===== config.mk =====
export PLATFORM = sky130hd
export DESIGN_NAME = fpu
export DESIGN_NICKNAME = d
export VERILOG_FILES = /design/src/verilog/fpu_pkg.sv /design/src/verilog/fadd.sv /design/src/verilog/fconv.sv /design/src/verilog/fmul.sv /design/src/verilog/fpu.sv /design/src/verilog/fsign_compare.sv
export VERILOG_INCLUDE_DIRS = /design/src /design/src/verilog
export SDC_FILE = /design/constraint.sdc
export NUM_CORES = 2
export LEC_CHECK = 0
export BUFFER_PORTS_ARGS = -buffer_cell sky130_fd_sc_hd__clkbuf_2
export CAP_MARGIN = 20
export CELL_PAD_IN_SITES_DETAIL_PLACEMENT = 1
export CELL_PAD_IN_SITES_GLOBAL_PLACEMENT = 2
export CORE_ASPECT_RATIO = 0.75
export CORE_MARGIN = 1
export CORE_UTILIZATION = 25
export DETAILED_ROUTE_END_ITERATION = 10
export PLACE_DENSITY = 0.61
export SETUP_SLACK_MARGIN = 0.5
export SYNTH_ARGS = -nofsm -noshare
export SYNTH_HDL_FRONTEND = slang
export SYNTH_SLANG_ARGS = --single-unit

===== constraint.sdc =====
create_clock -name clk -period 7 [get_ports clk]
set_clock_uncertainty 0.15 [all_clocks]
set_input_delay 0.35 -clock clk [delete_from_list [all_inputs] [get_ports clk]]
set_output_delay 0.35 -clock clk [all_outputs]
set_load 0.02 [all_outputs]

===== src/verilog/fpu_config.svh =====
`ifndef FPU_CONFIG_SVH
`define FPU_CONFIG_SVH

// word and field widths
`define FPU_WORD      32
`define FPU_FUNC7_LEN 7
`define FPU_FUNC3_LEN 3

// func7 opcodes, risc-v F extension layout
`define FUNC7_FADD  7'b0000000
`define FUNC7_FSUB  7'b0000100
`define FUNC7_FMUL  7'b0001000
`define FUNC7_FSGNJ 7'b0010000
`define FUNC7_FCOMP 7'b1010000
`define FUNC7_FTOI  7'b1100000
`define FUNC7_ITOF  7'b1101000
`define FUNC7_FMVI  7'b1110000
`define FUNC7_IMVF  7'b1111000

// func3 sub-operations (sign injection and compare overlap)
`define FUNC3_SGNJ  3'b000
`define FUNC3_SGNJN 3'b001
`define FUNC3_SGNJX 3'b010
`define FUNC3_FEQ   3'b010
`define FUNC3_FLT   3'b001
`define FUNC3_FLE   3'b000

`endif


===== src/verilog/fpu_pkg.sv =====
`default_nettype none

`include "fpu_config.svh"

package fpu_pkg;

    // single precision layout
    typedef struct packed {
        logic        sign;
        logic [7:0]  exp;
        logic [22:0] frac;
    } fp_fields_t;

    // one word, seen as float fields or as a plain integer
    typedef union packed {
        fp_fields_t                f;
        logic [`FPU_WORD-1:0]      raw;
    } fp_word_u;

    // one order from the core
    typedef struct packed {
        logic [`FPU_FUNC7_LEN-1:0] func7;
        logic [`FPU_FUNC3_LEN-1:0] func3;
        logic [`FPU_WORD-1:0]      rs1;
        logic [`FPU_WORD-1:0]      rs2;
    } fpu_req_t;

endpackage

`default_nettype wire


===== src/verilog/fadd.sv =====
`default_nettype none

module fadd (
    input  wire         clk,
    input  wire         rst_n,
    input  wire         start,
    input  wire  [31:0] a,
    input  wire  [31:0] b,
    output logic        done,
    output logic [31:0] result
);
    import fpu_pkg::*;

    // aligned operands between the two stages
    typedef struct packed {
        logic        sign;
        logic        sub;
        logic [7:0]  exp;
        logic [26:0] mag_hi;
        logic [26:0] mag_lo;
    } align_t;

    fp_word_u    ua;
    fp_word_u    ub;
    fp_word_u    op_hi;
    fp_word_u    op_lo;
    logic        swap;
    logic [23:0] sig_hi;
    logic [23:0] sig_lo;
    logic [7:0]  exp_diff;
    logic [53:0] shifted;
    logic [26:0] lo_aligned;
    align_t      s1_next;
    align_t      s1;
    logic        s1_valid;

    logic [27:0] sum;
    logic [27:0] norm;
    logic [4:0]  lz;
    logic [9:0]  exp_norm;
    fp_word_u    res_next;

    // leading zeros of the 28-bit sum, 28 when it is zero
    function automatic logic [4:0] lzc28(input logic [27:0] v);
        logic [4:0] n;
        n = 5'd28;
        for (int i = 0; i < 28; i++) begin
            if (v[i]) begin
                n = 5'(27 - i);
            end
        end
        return n;
    endfunction

    // stage 1: order by magnitude, align the smaller operand
    always_comb begin
        ua.raw = a;
        ub.raw = b;
        swap   = ub.raw[30:0] > ua.raw[30:0];
        op_hi  = swap ? ub : ua;
        op_lo  = swap ? ua : ub;
        // subnormals flush to zero
        sig_hi   = (op_hi.f.exp != 8'd0) ? {1'b1, op_hi.f.frac} : 24'd0;
        sig_lo   = (op_lo.f.exp != 8'd0) ? {1'b1, op_lo.f.frac} : 24'd0;
        exp_diff = op_hi.f.exp - op_lo.f.exp;
        shifted  = {sig_lo, 30'd0} >> exp_diff;
        // guard, round and sticky below the significand
        if (exp_diff >= 8'd27) begin
            lo_aligned = {26'd0, |sig_lo};
        end else begin
            lo_aligned = {shifted[53:28], shifted[27] | (|shifted[26:0])};
        end
        s1_next.sign   = op_hi.f.sign;
        s1_next.sub    = op_hi.f.sign ^ op_lo.f.sign;
        s1_next.exp    = op_hi.f.exp;
        s1_next.mag_hi = {sig_hi, 3'd0};
        s1_next.mag_lo = lo_aligned;
    end

    // stage 2: add, normalize, truncate
    always_comb begin
        if (s1.sub) begin
            sum = {1'b0, s1.mag_hi} - {1'b0, s1.mag_lo};
        end else begin
            sum = {1'b0, s1.mag_hi} + {1'b0, s1.mag_lo};
        end
        lz       = lzc28(sum);
        norm     = sum << lz;
        exp_norm = {2'b0, s1.exp} + 10'd1 - {5'd0, lz};

        res_next.f.sign = s1.sign;
        res_next.f.exp  = exp_norm[7:0];
        res_next.f.frac = norm[26:4];
        if (sum == 28'd0) begin
            // exact cancellation gives +0
            res_next.raw = {s1.sign & ~s1.sub, 31'd0};
        end else if (exp_norm[9] || exp_norm == 10'd0) begin
            res_next.raw = {s1.sign, 31'd0};
        end else if (exp_norm >= 10'd255) begin
            res_next.raw = {s1.sign, 8'hff, 23'd0};
        end
    end

    always_ff @(posedge clk or negedge rst_n) begin
        if (!rst_n) begin
            s1_valid <= 1'b0;
            done     <= 1'b0;
        end else begin
            s1_valid <= start;
            done     <= s1_valid;
        end
    end

    always_ff @(posedge clk) begin
        if (start) begin
            s1 <= s1_next;
        end
        if (s1_valid) begin
            result <= res_next.raw;
        end
    end

    // the top level must hold new orders while this unit is busy
    a_no_overlap: assert property (@(posedge clk) disable iff (!rst_n)
        start |-> !s1_valid && !done)
        else $error("fadd: start while an operation is in flight");

endmodule

`default_nettype wire


===== src/verilog/fconv.sv =====
`default_nettype none

module fconv (
    input  wire         clk,
    input  wire         rst_n,
    input  wire         start,
    input  wire         to_int,
    input  wire  [31:0] a,
    output logic        done,
    output logic [31:0] result
);
    import fpu_pkg::*;

    fp_word_u    ua;
    fp_word_u    itof_w;
    logic        neg;
    logic [31:0] mag;
    logic [5:0]  lz;
    logic [31:0] norm;
    logic [7:0]  exp_off;
    logic [54:0] wide;
    logic [31:0] int_mag;
    logic [31:0] ftoi_w;

    // leading zeros of a 32-bit value, 32 when it is zero
    function automatic logic [5:0] lzc32(input logic [31:0] v);
        logic [5:0] n;
        n = 6'd32;
        for (int i = 0; i < 32; i++) begin
            if (v[i]) begin
                n = 6'(31 - i);
            end
        end
        return n;
    endfunction

    // int to float
    always_comb begin
        neg  = a[31];
        mag  = neg ? (~a + 32'd1) : a;
        lz   = lzc32(mag);
        norm = mag << lz;
        itof_w.f.sign = neg;
        itof_w.f.exp  = 8'd158 - {2'd0, lz};
        itof_w.f.frac = norm[30:8];
        if (mag == 32'd0) begin
            itof_w.raw = 32'd0;
        end
    end

    // float to int, toward zero with saturation
    always_comb begin
        ua.raw  = a;
        exp_off = ua.f.exp - 8'd127;
        wide    = {31'd0, 1'b1, ua.f.frac} << exp_off[4:0];
        int_mag = wide[54:23];
        if (ua.f.exp < 8'd127) begin
            ftoi_w = 32'd0;
        end else if (ua.f.exp >= 8'd158) begin
            ftoi_w = ua.f.sign ? 32'h8000_0000 : 32'h7fff_ffff;
        end else begin
            ftoi_w = ua.f.sign ? (~int_mag + 32'd1) : int_mag;
        end
    end

    always_ff @(posedge clk or negedge rst_n) begin
        if (!rst_n) begin
            done <= 1'b0;
        end else begin
            done <= start;
        end
    end

    always_ff @(posedge clk) begin
        if (start) begin
            result <= to_int ? ftoi_w : itof_w.raw;
        end
    end

endmodule

`default_nettype wire


===== src/verilog/fmul.sv =====
`default_nettype none

module fmul (
    input  wire         clk,
    input  wire         rst_n,
    input  wire         start,
    input  wire  [31:0] a,
    input  wire  [31:0] b,
    output logic        done,
    output logic [31:0] result
);
    import fpu_pkg::*;

    fp_word_u    ua;
    fp_word_u    ub;
    fp_word_u    res_next;
    logic        sign;
    logic [47:0] product;
    logic [9:0]  exp_sum;

    always_comb begin
        ua.raw  = a;
        ub.raw  = b;
        sign    = ua.f.sign ^ ub.f.sign;
        product = {24'd0, 1'b1, ua.f.frac} * {24'd0, 1'b1, ub.f.frac};
        // product in [1,4), one bit of normalization at most
        exp_sum = {2'b0, ua.f.exp} + {2'b0, ub.f.exp} - 10'd127 + {9'd0, product[47]};

        res_next.f.sign = sign;
        res_next.f.exp  = exp_sum[7:0];
        if (product[47]) begin
            res_next.f.frac = product[46:24];
        end else begin
            res_next.f.frac = product[45:23];
        end

        if (ua.f.exp == 8'd0 || ub.f.exp == 8'd0) begin
            res_next.raw = {sign, 31'd0};
        end else if (exp_sum[9] || exp_sum == 10'd0) begin
            // underflow flushes
            res_next.raw = {sign, 31'd0};
        end else if (exp_sum >= 10'd255) begin
            res_next.raw = {sign, 8'hff, 23'd0};
        end
    end

    always_ff @(posedge clk or negedge rst_n) begin
        if (!rst_n) begin
            done <= 1'b0;
        end else begin
            done <= start;
        end
    end

    always_ff @(posedge clk) begin
        if (start) begin
            result <= res_next.raw;
        end
    end

endmodule

`default_nettype wire


===== src/verilog/fpu.sv =====
`default_nettype none

`include "fpu_config.svh"

module fpu (
    input  wire                  clk,
    input  wire                  rst_n,
    input  wire                  order,
    input  wire fpu_pkg::fpu_req_t req,
    output logic                 accepted,
    output logic                 done,
    output logic [`FPU_WORD-1:0] rd
);

    logic                 doing;
    logic                 order_able;

    logic                 sel_fadd;
    logic                 sel_fsub;
    logic                 sel_fmul;
    logic                 sel_conv;
    logic                 sel_sc;
    logic                 sel_mv;
    logic                 sel_err;

    logic                 fadd_done;
    logic                 fsub_done;
    logic                 fmul_done;
    logic                 conv_done;
    logic                 sc_done;
    logic                 mv_done;
    logic                 err_done;
    logic [`FPU_WORD-1:0] fadd_rd;
    logic [`FPU_WORD-1:0] fsub_rd;
    logic [`FPU_WORD-1:0] fmul_rd;
    logic [`FPU_WORD-1:0] conv_rd;
    logic [`FPU_WORD-1:0] sc_rd;
    logic [`FPU_WORD-1:0] fsub_rs2;

    logic [`FPU_WORD-1:0] rd_buf;
    logic [`FPU_WORD-1:0] next_rd;

    // idle and asked, so take the order this cycle
    assign order_able = order & ~doing;
    assign accepted   = order_able;

    always_comb begin
        sel_fadd = 1'b0;
        sel_fsub = 1'b0;
        sel_fmul = 1'b0;
        sel_conv = 1'b0;
        sel_sc   = 1'b0;
        sel_mv   = 1'b0;
        sel_err  = 1'b0;
        case (req.func7)
            `FUNC7_FADD:                sel_fadd = 1'b1;
            `FUNC7_FSUB:                sel_fsub = 1'b1;
            `FUNC7_FMUL:                sel_fmul = 1'b1;
            `FUNC7_FTOI, `FUNC7_ITOF:   sel_conv = 1'b1;
            `FUNC7_FSGNJ, `FUNC7_FCOMP: sel_sc   = 1'b1;
            `FUNC7_FMVI, `FUNC7_IMVF:   sel_mv   = 1'b1;
            default:                    sel_err  = 1'b1;
        endcase
    end

    // subtract is add with rs2 negated
    assign fsub_rs2 = {~req.rs2[31], req.rs2[30:0]};

    fadd m_fadd (
        .clk(clk), .rst_n(rst_n), .start(order_able & sel_fadd),
        .a(req.rs1), .b(req.rs2), .done(fadd_done), .result(fadd_rd));

    fadd m_fsub (
        .clk(clk), .rst_n(rst_n), .start(order_able & sel_fsub),
        .a(req.rs1), .b(fsub_rs2), .done(fsub_done), .result(fsub_rd));

    fmul m_fmul (
        .clk(clk), .rst_n(rst_n), .start(order_able & sel_fmul),
        .a(req.rs1), .b(req.rs2), .done(fmul_done), .result(fmul_rd));

    fconv m_fconv (
        .clk(clk), .rst_n(rst_n), .start(order_able & sel_conv),
        .to_int(req.func7 == `FUNC7_FTOI), .a(req.rs1),
        .done(conv_done), .result(conv_rd));

    fsign_compare m_fsc (
        .start(order_able & sel_sc), .compare(req.func7 == `FUNC7_FCOMP),
        .func3(req.func3), .a(req.rs1), .b(req.rs2),
        .done(sc_done), .result(sc_rd));

    // raw moves and unknown codes finish here, same cycle
    assign mv_done  = order_able & sel_mv;
    assign err_done = order_able & sel_err;

    assign done = fadd_done | fsub_done | fmul_done | conv_done |
                  sc_done | mv_done | err_done;

    always_comb begin
        if (fadd_done) begin
            next_rd = fadd_rd;
        end else if (fsub_done) begin
            next_rd = fsub_rd;
        end else if (fmul_done) begin
            next_rd = fmul_rd;
        end else if (conv_done) begin
            next_rd = conv_rd;
        end else if (sc_done) begin
            next_rd = sc_rd;
        end else if (mv_done) begin
            next_rd = req.rs1;
        end else if (err_done) begin
            next_rd = '0;
        end else begin
            next_rd = rd_buf;
        end
    end

    // rd shows the new result in the done cycle, then the held copy
    assign rd = next_rd;

    always_ff @(posedge clk or negedge rst_n) begin
        if (!rst_n) begin
            doing  <= 1'b0;
            rd_buf <= '0;
        end else begin
            doing <= ~done & (doing | order_able);
            if (done) begin
                rd_buf <= next_rd;
            end
        end
    end

    a_one_done: assert property (@(posedge clk) disable iff (!rst_n)
        $onehot0({fadd_done, fsub_done, fmul_done, conv_done, sc_done, mv_done, err_done}))
        else $error("fpu: more than one block done");

    // a block only finishes work that was handed to it
    a_done_owned: assert property (@(posedge clk) disable iff (!rst_n)
        done |-> doing || accepted)
        else $error("fpu: done without an order in flight");

endmodule

`default_nettype wire


===== src/verilog/fsign_compare.sv =====
`default_nettype none

`include "fpu_config.svh"

module fsign_compare (
    input  wire                      start,
    input  wire                      compare,
    input  wire [`FPU_FUNC3_LEN-1:0] func3,
    input  wire [`FPU_WORD-1:0]      a,
    input  wire [`FPU_WORD-1:0]      b,
    output logic                     done,
    output logic [`FPU_WORD-1:0]     result
);
    import fpu_pkg::*;

    fp_word_u ua;
    fp_word_u ub;
    fp_word_u res_w;
    logic     both_zero;
    logic     eq;
    logic     lt;

    assign done = start;

    always_comb begin
        ua.raw = a;
        ub.raw = b;
        // +0 and -0 compare equal
        both_zero = (ua.raw[30:0] == 31'd0) && (ub.raw[30:0] == 31'd0);
        eq        = both_zero || (ua.raw == ub.raw);
        if (both_zero) begin
            lt = 1'b0;
        end else if (ua.f.sign != ub.f.sign) begin
            lt = ua.f.sign;
        end else if (!ua.f.sign) begin
            lt = ua.raw[30:0] < ub.raw[30:0];
        end else begin
            // both negative, larger magnitude is smaller
            lt = ua.raw[30:0] > ub.raw[30:0];
        end

        res_w = ua;
        if (compare) begin
            case (func3)
                `FUNC3_FEQ: res_w.raw = {31'd0, eq};
                `FUNC3_FLT: res_w.raw = {31'd0, lt};
                `FUNC3_FLE: res_w.raw = {31'd0, lt | eq};
                default:    res_w.raw = 32'd0;
            endcase
        end else begin
            case (func3)
                `FUNC3_SGNJ:  res_w.f.sign = ub.f.sign;
                `FUNC3_SGNJN: res_w.f.sign = ~ub.f.sign;
                `FUNC3_SGNJX: res_w.f.sign = ua.f.sign ^ ub.f.sign;
                default:      res_w.f.sign = ua.f.sign;
            endcase
        end
        result = res_w.raw;
    end

endmodule

`default_nettype wire

# Word-level counts from Yosys, hierarchy flattened
# Index checks and enable logic that the tools add are counted.
[totals] reg_bits=289 n_memories=0 ram_bits=0 input_bits=77 elab_cells=281 rom_bits=0 latchBits=0 output_inout_bits=34
[classes] div_mod_pow=0 eq_ne=12 order_cmp=10 reduce_logical=36 addsub=17 shift=6 bitwise_logic=31 n_mux=136 mul=1
[ops] operator="32-bit two-way mux" count=20
[ops] operator="6-bit two-way mux" count=32
[ops] operator="31-bit two-way mux" count=6
[ops] operator="5-bit two-way mux" count=32
[ops] operator="54-bit by 8-bit right shift with 54-bit output" count=2
[ops] operator="24-bit two-way mux" count=4
[ops] operator="32-bit by 1-bit adder with 32-bit output (second input constant)" count=2
[ops] operator="4-bit two-way mux" count=16
[ops] operator="32-bit NOT" count=2
[ops] operator="31-bit > comparator" count=2
[ops] operator="31-bit zero test" count=2
[ops] operator="27-bit by 27-bit adder with 28-bit output" count=2
[ops] operator="28-bit zero test" count=2
[ops] operator="28-bit two-way mux" count=2
[ops] operator="28-bit by 5-bit left shift with 27-bit output" count=2
[ops] operator="27-bit by 27-bit subtractor with 28-bit output" count=2
[ops] operator="24-bit by 5-bit left shift with 55-bit output" count=1
[ops] operator="27-bit OR reduction" count=2
[ops] operator="24-bit by 24-bit multiplier with 48-bit output" count=1
[ops] operator="24-bit OR reduction" count=2
[ops] operator="7-bit equality test (second input constant)" count=5
[ops] operator="32-bit equality test" count=1
[ops] operator="32-bit zero test" count=1
[ops] operator="8-bit nonzero test" count=4
[ops] operator="37 further kinds" count=102

# Depth between registers and ports, before layout
[depth] depth_word=38 depth_mapped=45 mapped_depth_nobuf=39

# Cells and area by module
# A second synthesis with hierarchy kept.
[hier_totals] hier_cells=6931 hier_area_um2=56628.1
[modules_own_cells] mod="fadd" seq_area_each_um2=2842.7 n_inst=2 cells_each=1487 area_per_inst_um2=11770.0
[modules_own_cells] mod="fmul" seq_area_each_um2=985.9 n_inst=1 cells_each=2267 area_per_inst_um2=20266.9
[modules_own_cells] mod="fconv" seq_area_each_um2=985.9 n_inst=1 cells_each=1068 area_per_inst_um2=8086.5
[modules_own_cells] mod="fpu" seq_area_each_um2=825.8 n_inst=1 cells_each=437 area_per_inst_um2=3433.3
[modules_own_cells] mod="fsign_compare" seq_area_each_um2=0.0 n_inst=1 cells_each=185 area_per_inst_um2=1301.2

# Worst setup path after synthesis
# Ideal clock, no wire load.
[synth_timing] path_kind="input -> register" from="in req[47] in the netlist's numbering" to="reg m_fmul.result[21] (data pin)" t_arrival_ps=10060 n_path_buf=6 slack_ps=-3482 cell_stages=42 setup_ps=272 t_required_ps=6578 path_cell_list="clkbuf_1 > clkbuf_1 > clkbuf_1 > and2_1 > fa_1 > fa_1 > inv_1 > fa_1 > inv_1 > fa_1 > inv_1 > fa_1 > inv_1 > fa_1 > inv_1 > fa_1 > inv_1 > ha_1 > [6 not listed] > a31oi_1 > o31a_1 > xnor2_1 > clkbuf_1 > clkbuf_1 > ha_1 > inv_1 > ha_1 > nand3b_1 > nor3_1 > nand2b_1 > and2_1 > mux2i_1 > o41ai_1 > inv_1 > nand2_1 > clkbuf_1 > nor4_1"
[synth_between] elab_chain_len=5 elab_cells_between_ends=7 cone_classes="add/sub: 1; mul: 1; order compare: 1; mux: 1; reduce/logical: 3"
[synth_rtl] item="start, declared" line_no="fpu.sv:9" rtl="input wire fpu_pkg::fpu_req_t req,"
[synth_rtl] item="24-bit by 24-bit multiplier with 48-bit output (*)" line_no="fmul.sv:25" rtl="product = {24'd0, 1'b1, ua.f.frac} * {24'd0, 1'b1, ub.f.frac};"
[synth_rtl] item="branches (longest 4 deep; another with 10-bit by 1-bit adder with 10-bit output)"
[synth_rtl] item="end signal, assigned" line_no="fmul.sv:57" rtl="result <= res_next.raw;"
[synth_rtl] item="end, declared" line_no="fmul.sv:10" rtl="output logic [31:0] result"
# Mark *: on every way between the ends.
# A chain may end at the register's enable or synchronous reset.

# Final worst setup path
[layout_timing] from="in req[8] in the netlist's numbering" to="reg m_fmul.result[5] (data pin)"
# The elaborated chain is that of the path after synthesis.

==> results.txt <==
status = finished with violations
failing checks = negative setup slack
Synth Flop Type = edfxtp_1
Total GRT Usage = 22.7%
multi-input logic area = 38200 sq um
Die Span Y = 384 um
largest net degree at the start of global routing = 71
Worst-Margin Slew = 1.17 ns
Final HPWL DP = 187000 um
count of final hold-check violations = 0
crit path capture type = flip-flop
placement row count = 139
top-area cell type share of the netlist area = 20.0%
CTS Root Cell = clkbuf_16
1st-pass router iterations = 7
RSZ-0062 raised after global routing = yes
slowest CP cell = fa_1
Final #Nets = 7288
Port Buffer Count = 110
TritonCTS Buffers = 35
async set or reset register ratio after synthesis = 13.5%
Fmax = 0.117 GHz
final critical path time including I/O delays and setup = 8.52 ns
# Max-Cap Violations = 0
post-synthesis average cell area = 8.49 sq um
area of the core = 192000 sq um
number of global-route vias before repair = 48300
CP Buf/Inv Count = 11
post-synthesis register bit count = 289
VDD IR max = 1.08 mV
post-DR vias/cell = 5.18
Yosys top cell by area = fa_1
Pwr Density = 556 nW/um^2
register area = 8480 sq um
accumulated negative setup slack = -45.00 ns
Overflow after GRT = 0
die width = 511 um
pre-CTS WS = -2.53 ns
Finished Cell Area = 61800 sq um
CP peak stage delay = 0.54 ns
share of cells above drive strength 1 = 24.3%
final RePlAce weighted congestion = 0.910
Synth Instances = 5725
number of enable flip-flop cells after synthesis = 250
Netlist cell types = 103
WS Path Type = in -> reg
sequential-to-total area share from yosys stat = 17.5%
top cell family by delay on the critical path = adder cells
H-tree depth = 2
post-route setup slack = -1.52 ns
Slew Limit Fails = 0
Final ANT Viol Nets = 0
CTS tree = built
Initial Util = 25.3%
HP Start = req[31]
Cells after DPL = 8730
Crit. Startpoint = req[8]
die area = 196000 sq um
Area Growth Syn to Fin = 27.3%
critical path fanouts, max = 7
Fillers = 22400
Critical Path RT = 7.17 ns
startpoint types = primary input
Hold Crit Class = in -> reg
Synth Net Count = 6639
top cells by area, synth = fa_1 (20%), edfxtp_1 (15%), ha_1 (9.0%)
yosys warns = 0
Post-Place Cell Area = 57000 sq um
Rel. slew slack = 21.0%
# setup viols final = 31
DR DRC count = 0
Pleak = 27.3 nW
Clock Sinks = 289
clk buf depth = 3
wire per inst = 25.5 um
total power = 34.4 mW
clk_lat worst skew = 0.58 ns
RR Startpoint = m_fadd.s1[4]
final cell count without fillers = 8945
Most common cell on crit path = fa_1
Worst-path clk slew = 0.06 ns
first-pass GRT wire length = 332000 um
initial antenna violation count = 16
Critical Path AT = 8.69 ns
Final period util = 122%
Mapped Area = 48600 sq um
top-level port count = 111
via count = 46300
1st-iter DRT viols = 3639
total routed wirelength = 228000 um
[through the flow]
| step | hold slack, ns | util, % |
|---|---|---|
| 3_5_place_dp | 0.326 | 29.6 |
| 4_1_cts | 0.0439 | 31.5 |
| 5_1_grt | 0.0743 | 32.2 |
| 6_report | 0.0888 | 32.2 |
| 3_3_place_gp | 0.320 | 29.6 |
| 2_1_floorplan | -0.0956 | - |
[worst reg2reg max path: cells and delay by family (launching register included)]
| kind | cells | cell delay, ns |
|---|---|---|
| buf+inv | 7 | 1.01 |
| flops | 1 | 0.52 |
| fa+ha+maj | 2 | 0.44 |
| xor+xnor | 1 | 0.13 |
| compound gates | 19 | 3.82 |
| simple gates | 5 | 0.49 |
[where the power goes]
part | switching (mW) | total, mW | internal, mW | leakage (nW)
Clock | 0.833 | 1.87 | 1.04 | 0.544
Sequential | 0.0110 | 2.13 | 2.12 | 2.90
Combinational | 15.8 | 30.4 | 14.6 | 23.8
Total | 16.6 | 34.4 | 17.8 | 27.3
[routing by layer]
| metal | vias up | wire (um) | track usage, % | share of wire (%) |
|---|---|---|---|---|
| li1 | 21000 | - | - | - |
| met1 | 24000 | 111000 | 33.1 | 49 |
| met5 | - | 17 | 0 | 0.0075 |
| met4 | 2 | 5990 | 5.47 | 2.6 |
| met2 | 1139 | 99200 | 35.3 | 44 |
| met3 | 210 | 11700 | 2.93 | 5.1 |
[cell usage in the layout, fill, tap and decap left out, drive strengths merged, types with 126 or more instances in the layout]
| cell | synthesis | routed |
|---|---|---|
| buf | 106 | 878 |
| inv | 750 | 752 |
| nand2 | 630 | 630 |
| fa | 486 | 486 |
| nor2 | 450 | 450 |
| a21oi | 354 | 354 |
| ha | 351 | 351 |
| edfxtp | 250 | 250 |
| mux2i | 215 | 215 |
| o21ai | 199 | 199 |
| clkbuf | 265 | 146 |
| and2 | 145 | 145 |
| nand3 | 126 | 126 |
[final timing paths]
path	endpoint	cells after the start	slack, ns
hold reg to reg	doing	2	0.37
setup reg to reg	m_fadd.result[12]	34	0.19
min in group asynchronous	m_fadd.done	3	0.31
setup / recovery	m_fmul.result[5]	39	-1.52
max in group asynchronous	rd_buf[10]	3	5.95
hold / removal	m_fmul.result[31]	2	0.09
[logic make-up after synthesis]
logic type	Yosys count	share of synthesized area, %
simple gates	1784	17.1
compound gates	1232	17.2
buf+inv	1134	9.02
fa+ha+maj	837	29.1
mux	296	7.37
flops	289	17.5
xor+xnor	153	2.76
[flip-flops by register name (all words and copies together), names as in the netlist]
name	flops
m_fadd.s1	61
m_fsub.s1	61
m_fadd.result	32
m_fconv.result	32
m_fmul.result	32
m_fsub.result	32
rd_buf	32
doing	1
m_fadd.done	1
m_fadd.s1_valid	1
m_fconv.done	1
m_fmul.done	1
m_fsub.done	1
m_fsub.s1_valid	1
[cell usage after synthesis (all sizes together), types with 48 or more instances]
cell      n
xnor2   113
a21oi   354
nand3   126
a221o    56
fa      486
mux2i   215
ha      351
a211oi   51
edfxtp  250
nor4     51
nor2    450
clkbuf  265
and2    145
nor3    121
o22ai    62
inv     750
o21ai   199
nand2   630
a221oi   48
buf     106
[cell type report]
type                            instances  share of cell area (%)
Clock buffer                           44                    1.50
Clock inverter                         20                   0.332
Inverter                              763                    4.69
Multi-Input combinational cell       4302                    61.8
Antenna cell                            6                  0.0243
Timing Repair Buffer                  983                    12.8
Sequential cell                       289                    13.7
Tap cell                             2538                    5.13
[what timing repair did]
action / in CTS / in global routing
cloned: 1 / 1
hold buffers: 3 / 0
resized for setup: 332 / 235
pin swaps: 129 / 70
endpoints found under the setup margin: 95 / 95
setup buffers: 100 / 40
endpoints found under the hold margin: 41 / 0
(Power assumes the default switching activity.)
